### src/hdl/bitram_geom_pkg.sv
// bitram geometry package with the word and address widths and their vector types

package bitram_geom_pkg;

   // bits held in one scratchpad word
   localparam int word_width_lp = 32;

   // number of words in the RAM
   localparam int depth_lp = 64;

   // address width follows from the depth so the two never drift apart
   localparam int addr_width_lp = $clog2(depth_lp);

   // one word of data, also used for bit masks and the column-protect value
   typedef logic [word_width_lp-1:0] word_t;

   // word index into the RAM
   typedef logic [addr_width_lp-1:0] addr_t;

endpackage : bitram_geom_pkg

### src/hdl/bitram_cmd_pkg.sv
// bitram command package with the operation encoding and the engine FSM states

package bitram_cmd_pkg;

   // operation carried by each command on the req/ack handshake
   // every operation fetches the old word first and returns it to the requester
   typedef enum logic [2:0]
   {
      // fetch only, no write is issued
      op_read   = 3'd0,
      // masked bits take the requester's write data
      op_write  = 3'd1,
      // masked bits are forced to one, a fetch-and-set
      op_set    = 3'd2,
      // masked bits are forced to zero, a fetch-and-clear
      op_clear  = 3'd3,
      // masked bits are inverted
      op_toggle = 3'd4
   } op_e;

   // engine sequencer states
   typedef enum logic [1:0]
   {
      // waiting for req_i
      s_idle   = 2'd0,
      // read request is on the port, RAM registers the address at the next edge
      s_fetch  = 2'd1,
      // old word is on r_data, the write is issued and the ack is prepared
      s_modify = 2'd2,
      // ack_o is high until the requester drops req_i
      s_done   = 2'd3
   } eng_state_e;

endpackage : bitram_cmd_pkg

### src/hdl/bitram_port_if.sv
// bitram RAM port bundle carrying one read port and one masked write port
`timescale 1ns/1ps

interface bitram_port_if
   import bitram_geom_pkg::*;
   ();

   // read request, the address is captured on an edge where r_v is high
   logic  r_v;
   addr_t r_addr;

   // read data, valid from the cycle after the accepted read address
   word_t r_data;

   // write request with a per-bit write enable
   logic  w_v;
   word_t w_mask;
   addr_t w_addr;
   word_t w_data;

   // the engine drives both requests and consumes the read data
   modport engine
   (
      output r_v,
      output r_addr,
      input  r_data,
      output w_v,
      output w_mask,
      output w_addr,
      output w_data
   );

   // the memory takes both requests and returns the read data
   modport mem
   (
      input  r_v,
      input  r_addr,
      output r_data,
      input  w_v,
      input  w_mask,
      input  w_addr,
      input  w_data
   );

endinterface : bitram_port_if

### src/hdl/bitram_mem.sv
// bitram storage, a 1r1w synchronous RAM with registered read address and bit write enables
`timescale 1ns/1ps

module bitram_mem
   import bitram_geom_pkg::*;
#(
   parameter int width_p = word_width_lp,
   parameter int els_p   = depth_lp
)
(
   input logic        clk_i,
   input logic        reset_i,
   bitram_port_if.mem port
);

   // the word array itself
   // contents after power-up are undefined, software writes every word before use
   logic [width_p-1:0] mem_r [els_p];

   // latched read address
   addr_t r_addr_r;

   // the read address is latched on the edge and the array is muxed after it,
   // which gives read data exactly one cycle after the address edge
   // when no read is requested the latched address goes unknown, so the output
   // cannot silently follow later writes to the old location
   // a hardened RAM would not behave that way either
   always_ff @(posedge clk_i)
   begin
      if (port.r_v)
      begin
         r_addr_r <= port.r_addr;
      end
      else
      begin
         r_addr_r <= 'X;
      end
   end

   // read data comes straight from the array at the latched address
   assign port.r_data = mem_r[r_addr_r];

   // each bit is written only where both the write valid and its mask bit are set
   // the write lands on the edge, so a later read of the same address sees it
   always_ff @(posedge clk_i)
   begin
      for (int i = 0; i < width_p; i++)
      begin
         if (port.w_v && port.w_mask[i])
         begin
            mem_r[port.w_addr][i] <= port.w_data[i];
         end
      end
   end

   // the engine never reads and writes one address in the same cycle,
   // so there is no collision handling here

endmodule : bitram_mem

### src/hdl/bitram_lock_regs.sv
// bitram lock registers holding the column-protect mask that steers the engine's write mask
`timescale 1ns/1ps

module bitram_lock_regs
   import bitram_geom_pkg::*;
(
   input  logic  clk_i,
   input  logic  reset_i,

   // load strobe and the new protect value
   input  logic  lock_we_i,
   input  word_t lock_data_i,

   // current protect mask towards the engine
   output word_t lock_o
);

   // a one in bit i protects column i of every word
   word_t lock_r;

   // reset unprotects every column
   // a load pulse takes the new value, visible one edge later
   always_ff @(posedge clk_i)
   begin
      if (reset_i)
      begin
         lock_r <= '0;
      end
      else if (lock_we_i)
      begin
         lock_r <= lock_data_i;
      end
   end

   // the mask is only changed between commands, so the engine sees a
   // steady value for the whole fetch-modify-write sequence
   assign lock_o = lock_r;

   // there is no readback path,
   // software keeps its own copy of the value it loaded

endmodule : bitram_lock_regs

### src/hdl/bitram_engine.sv
// bitram engine, four-phase command front end and fetch-modify-write sequencer
`timescale 1ns/1ps

module bitram_engine
   import bitram_geom_pkg::*;
   import bitram_cmd_pkg::*;
(
   input  logic     clk_i,
   input  logic     reset_i,

   // command side of the four-phase handshake
   input  logic     req_i,
   input  op_e      op_i,
   input  addr_t    addr_i,
   input  word_t    mask_i,
   input  word_t    wdata_i,

   // column-protect mask from the lock registers
   input  word_t    lock_i,

   // response side, rdata_o holds the old word while ack_o is high
   output logic     ack_o,
   output word_t    rdata_o,

   // RAM port
   bitram_port_if.engine port
);

   eng_state_e state_r;
   eng_state_e state_n;

   // masked bits as the operation wants them, before merging with the old word
   word_t new_bits;

   // full word that goes to the RAM
   word_t new_word;

   // old word captured for the response
   word_t rdata_r;

   // sequencer
   // idle -> fetch on req_i, then fetch -> modify -> done unconditionally,
   // and done -> idle once the requester has dropped req_i
   always_comb
   begin
      state_n = state_r;
      unique case (state_r)
         s_idle:
         begin
            if (req_i)
            begin
               state_n = s_fetch;
            end
         end
         s_fetch:
         begin
            state_n = s_modify;
         end
         s_modify:
         begin
            state_n = s_done;
         end
         s_done:
         begin
            // holding req_i high keeps the engine parked here
            if (!req_i)
            begin
               state_n = s_idle;
            end
         end
         default:
         begin
            state_n = s_idle;
         end
      endcase
   end

   always_ff @(posedge clk_i)
   begin
      if (reset_i)
      begin
         state_r <= s_idle;
      end
      else
      begin
         state_r <= state_n;
      end
   end

   // the read goes out for the single cycle spent in s_fetch,
   // so the RAM latches the address on the edge that enters s_modify
   // command inputs are stable while req_i is high, so they feed the port directly
   assign port.r_v    = (state_r == s_fetch);
   assign port.r_addr = addr_i;

   // new value of the masked bits, picked by the operation
   // toggle works from the old word now sitting on r_data
   always_comb
   begin
      unique case (op_i)
         op_write:  new_bits = wdata_i;
         op_set:    new_bits = '1;
         op_clear:  new_bits = '0;
         op_toggle: new_bits = ~port.r_data;
         default:   new_bits = port.r_data;
      endcase
   end

   // w_data carries the full merged word, the RAM only stores the bits under w_mask
   assign new_word = (port.r_data & ~mask_i) | (new_bits & mask_i);

   // one write in s_modify, skipped for a plain read
   // protected columns are taken out of the requester's mask
   assign port.w_v    = (state_r == s_modify) && (op_i != op_read);
   assign port.w_mask = mask_i & ~lock_i;
   assign port.w_addr = addr_i;
   assign port.w_data = new_word;

   // old word is grabbed on the same edge that commits the write and enters s_done
   always_ff @(posedge clk_i)
   begin
      if (state_r == s_modify)
      begin
         rdata_r <= port.r_data;
      end
   end

   assign rdata_o = rdata_r;

   // ack follows the registered state, so it rises three edges after req_i is
   // first seen and falls on the edge that sees req_i low in s_done
   assign ack_o = (state_r == s_done);

endmodule : bitram_engine

### src/hdl/bitram_top.sv
// bitram top level joining the command engine, lock registers and scratchpad RAM
`timescale 1ns/1ps

module bitram_top
   import bitram_geom_pkg::*;
   import bitram_cmd_pkg::*;
(
   input  logic  clk_i,
   input  logic  reset_i,

   // four-phase command handshake
   input  logic  req_i,
   input  op_e   op_i,
   input  addr_t addr_i,
   input  word_t mask_i,
   input  word_t wdata_i,
   output logic  ack_o,
   output word_t rdata_o,

   // column-protect load port
   input  logic  lock_we_i,
   input  word_t lock_data_i
);

   // protect mask from the lock block into the engine
   word_t lock;

   // RAM port between engine and memory
   bitram_port_if port_if ();

   bitram_lock_regs lock_regs
   (
      .clk_i       (clk_i),
      .reset_i     (reset_i),
      .lock_we_i   (lock_we_i),
      .lock_data_i (lock_data_i),
      .lock_o      (lock)
   );

   bitram_engine engine
   (
      .clk_i   (clk_i),
      .reset_i (reset_i),
      .req_i   (req_i),
      .op_i    (op_i),
      .addr_i  (addr_i),
      .mask_i  (mask_i),
      .wdata_i (wdata_i),
      .lock_i  (lock),
      .ack_o   (ack_o),
      .rdata_o (rdata_o),
      .port    (port_if.engine)
   );

   // default geometry from the package
   bitram_mem mem
   (
      .clk_i   (clk_i),
      .reset_i (reset_i),
      .port    (port_if.mem)
   );

endmodule : bitram_top

### config.mk
export PLATFORM = sky130hd
export DESIGN_NAME = bitram_top
export DESIGN_NICKNAME = d
export VERILOG_FILES = /design/src/hdl/bitram_geom_pkg.sv /design/src/hdl/bitram_cmd_pkg.sv /design/src/hdl/bitram_port_if.sv /design/src/hdl/bitram_mem.sv /design/src/hdl/bitram_lock_regs.sv /design/src/hdl/bitram_engine.sv /design/src/hdl/bitram_top.sv
export SDC_FILE = /design/constraint.sdc
export NUM_CORES = 2
export LEC_CHECK = 0
export BUFFER_PORTS_ARGS = -buffer_cell sky130_fd_sc_hd__buf_4
export CORE_MARGIN = 2
export CORE_UTILIZATION = 57
export CTS_CLUSTER_DIAMETER = 150
export DETAILED_ROUTE_END_ITERATION = 10
export MAX_ROUTING_LAYER = met4
export PLACE_DENSITY = 0.73
export SLEW_MARGIN = 40
export SYNTH_ARGS = -nofsm -noshare
export SYNTH_HDL_FRONTEND = slang
export SYNTH_SLANG_ARGS = --single-unit
### constraint.sdc
create_clock -name clk_i -period 8.85 [get_ports clk_i]
set_clock_uncertainty 0.2 [all_clocks]
set_input_delay 2.655 -clock clk_i [delete_from_list [all_inputs] [get_ports clk_i]]
set_output_delay 2.655 -clock clk_i [all_outputs]
set_load 0.02 [all_outputs]
==> impl_metrics.py <==
metrics = {
    "outcome": {
        "outcome": "finished, final reports clean",
    },
    "sta": {
        "hold_violations": 0,
        "maxSlewViolCount": 0,
        "setup_tns_ps": 0,
        "worstMarginPinSlew_ps": 908.2,
        "slew_headroom": 0.3946,
        "period_minus_slack_ps": 5106,
        "setup_viol": 0,
        "period_share": 0.5770,
        "rsz0062_at_grt": "false",
        "fmax_mhz": 195.8,
    },
    "floorplanning": {
        "ioPinCount": 142,
        "core_um2": 158600,
        "fp.dieArea_um2": 163100,
        "fp.dieW_um": 403.9,
        "fp.dieH_um": 403.9,
        "rows": 146,
        "start_util": 0.5748,
    },
    "drt": {
        "drt_iter0_markers": 8317,
        "firstDrtPassIters": 5,
        "drtAntennaViolNets": 0,
        "via_count": 55940,
        "post_drt_wl_per_cell_um": 30.79,
        "viasPerCell": 6.706,
        "drc_errors": 0,
        "routed_wl_um": 256800,
    },
    "global_routing": {
        "overflow": 0,
        "track_usage": 0.3257,
        "grt_first_pass_wirelength_um": 368300,
        "grt_max_degree": 96,
        "antenna_found_initial": 15,
        "grt_pass1_vias": 54450,
    },
    "synthesis": {
        "syn-cell-area_um2": 91150,
        "synth_edf_count": 2080,
        "synth_seq_cells": 2120,
        "ys_top_cells_by_area": "edfxtp_1 69%, mux4_2 13%, nor2_1 8.8%, clkbuf_1 1.7%, a22oi_1 1.6%",
        "syn_avg_cell_area_um2": 14.65,
        "ys_warn_count": 0,
        "async_flop_share": 0,
        "synth.yosys.seq_area_share": 0.6940,
        "ys_top_cells_by_count": "2,129 x nor2_1, 2,080 x edfxtp_1, 512 x mux4_2",
        "yosys_most_used_dff": "edfxtp_1",
        "synthMostInstantiatedCell": "nor2_1",
        "syn_inst": 6222,
        "synth_top_area_cell": "edfxtp_1",
        "synth_top_area_frac": 0.6853,
        "ys_types": 48,
        "syn_nets": 6335,
    },
    "critical_path": {
        "cp-start-kind": "flop",
        "cp_max_fo": 93,
        "critical_path_arrival_ps": 5420,
        "critPathCaptureType": "flop",
        "crit_slowest_cell": "and3_1",
        "crit_chain": "buf_4 > nor2_4 > buf_12 > a22oi_1 > and3_1 > a21oi_1 > and3_1 > o21ai_0 > a22oi_2 > buf_4",
        "cp.buffers_inverters": 3,
        "crit_family": "buffers and inverters",
        "cpPeakStageDelay_ps": 630,
        "required_ps": 9170,
        "critPathKind": "reg2reg",
    },
    "placed_design": {
        "io_buffers": 141,
        "dp_hpwl_um": 144400,
        "place.gp.congestion": 0.8259,
    },
    "power": {
        "peakVddDrop_mv": 0.2092,
        "leakage_nw": 30.21,
        "powerDensity_nw_per_um2": 221.1,
    },
    "clock_network": {
        "h-tree-depth": 4,
        "cts_resized": 0,
        "postCtsHoldBufs": 0,
        "cts-root-buf": "clkbuf_16",
        "cts_made_buffers": 206,
        "clock_latency_ps": 840,
        "cts_max_path_buffers": 3,
        "postCtsSetupBuffers": 0,
        "clk_pin_slew_ps": 60,
        "cts_sinks": 2120,
        "cts_tree": "done",
    },
    "final_layout": {
        "syn_to_final_growth_pct": 10.07,
        "n_fill_cell": 11190,
        "drive_above_1_share": 0.1967,
        "final_nets": 6208,
        "final_core_util": 0.6327,
    },
    "flow_run": {
        "maxCapViolations": 0,
    },
    "worst_hold_path": {
        "hp-class": "reg2reg",
    },
}
[flip-flops by register name (all words and copies together) (netlist names), named ones only]
name and flops:
engine.rdata_o 32, engine.state_r 2, lock_regs.lock_o 32, mem.mem_r 2048
[worst min-delay path: cells and delay by family (launching register included)]
family | cells | cell delay [ps]
flip-flops | 1 | 320
AND/OR/NAND/NOR | 1 | 70
multiplexers | 1 | 60
[kinds of logic after synthesis]
logic type,synth area share
AO/OA/AOI/OAI,0.03119
adder cells (fa/ha/maj),0.0005491
buffers and inverters,0.03316
flip-flops,0.6940
multiplexers,0.1332
AND/OR/NAND/NOR,0.1079
[layout make-up]
| class | count | area (um2) | area share |
|---|---|---|---|
| repair buffers | 313 | 2566 | 0.02558 |
| well taps | 2072 | 2592 | 0.02584 |
| inverters | 34 | 127.6 | 0.001272 |
| clock inverters | 107 | 912.1 | 0.009092 |
| multi-input cells | 3420 | 25310 | 0.2522 |
| flip-flops and latches | 2120 | 63270 | 0.6307 |
| clock buffers | 265 | 5522 | 0.05504 |
| diodes | 11 | 27.53 | 0.0002744 |
[cells in the final DEF, fill, tap and decap left out, types with 29 or more instances in the layout]
master     Yosys  routed
dfxtp_1       40      36
nand2_2        0      52
a221oi_1      38      38
clkinv_2       0      36
a211oi_1      29      29
buf_4         33     295
nand2_1      130      65
o22ai_1       52      52
a22oi_1      189     162
and3_1        44      44
a21oi_1       30      30
mux4_2       512     512
clkbuf_16      0     210
clkinv_1       0      45
inv_1         34      34
nand3b_1      38      38
nor2_1      2129    2124
edfxtp_1    2080    2080
clkbuf_1     422      49
nand3_1       32      32
mux2i_1       61      61
[power by group]
| group | switching [mW] | total, mW | internal [mW] |
|---|---|---|---|
| sequential | 0.0404 | 11.5 | 11.4 |
| clock | 3.74 | 8.55 | 4.81 |
| combinational | 1.64 | 2.16 | 0.518 |
[path summary, 6_finish.rpt]
| check | cells past startpoint | slack (ps) | startpoint | to |
|---|---|---|---|---|
| max | 10 | 3740 | flop | mem.mem_r[28][18]$_DFFE_PP_ |
| min | 2 | 290 | lock_regs.lock_o[12]$_SDFFE_PP0P_ | lock_regs.lock_o[12]$_SDFFE_PP0P_ |
| max reg2reg | 10 | 3740 | flop | mem.mem_r[28][18]$_DFFE_PP_ |
| min reg2reg | 2 | 290 | lock_regs.lock_o[12]$_SDFFE_PP0P_ | lock_regs.lock_o[12]$_SDFFE_PP0P_ |
[metal layers]
metal	up-vias	wire, um	GRT usage
li1	22700	-	-
met1	28710	88030	0.4219
met2	3890	120700	0.4940
met3	637	35990	0.08311
met4	0	12130	0.1403
met5	-	0	-
[per-stage QoR]
| step | power (mW) | instance area [um2] | hold slack (ps) | setup slack [ps] | std cells |
|---|---|---|---|---|---|
| finish | 22.18 | 100300 | 291.6 | 3744 | 8342 |
| global route | 22.71 | 100300 | 322.1 | 3518 | 8338 |
| CTS | 22.17 | 100200 | 292.6 | 3810 | 8326 |
| detailed placement | 13.80 | 93770 | 276.0 | 3285 | 7954 |
| global placement | 13.74 | 93650 | 263.0 | 3124 | 7953 |
| floorplan | 13.02 | 91150 | 250.9 | 2643 | 6222 |
Note: power is estimated with default switching activity, not from simulation.
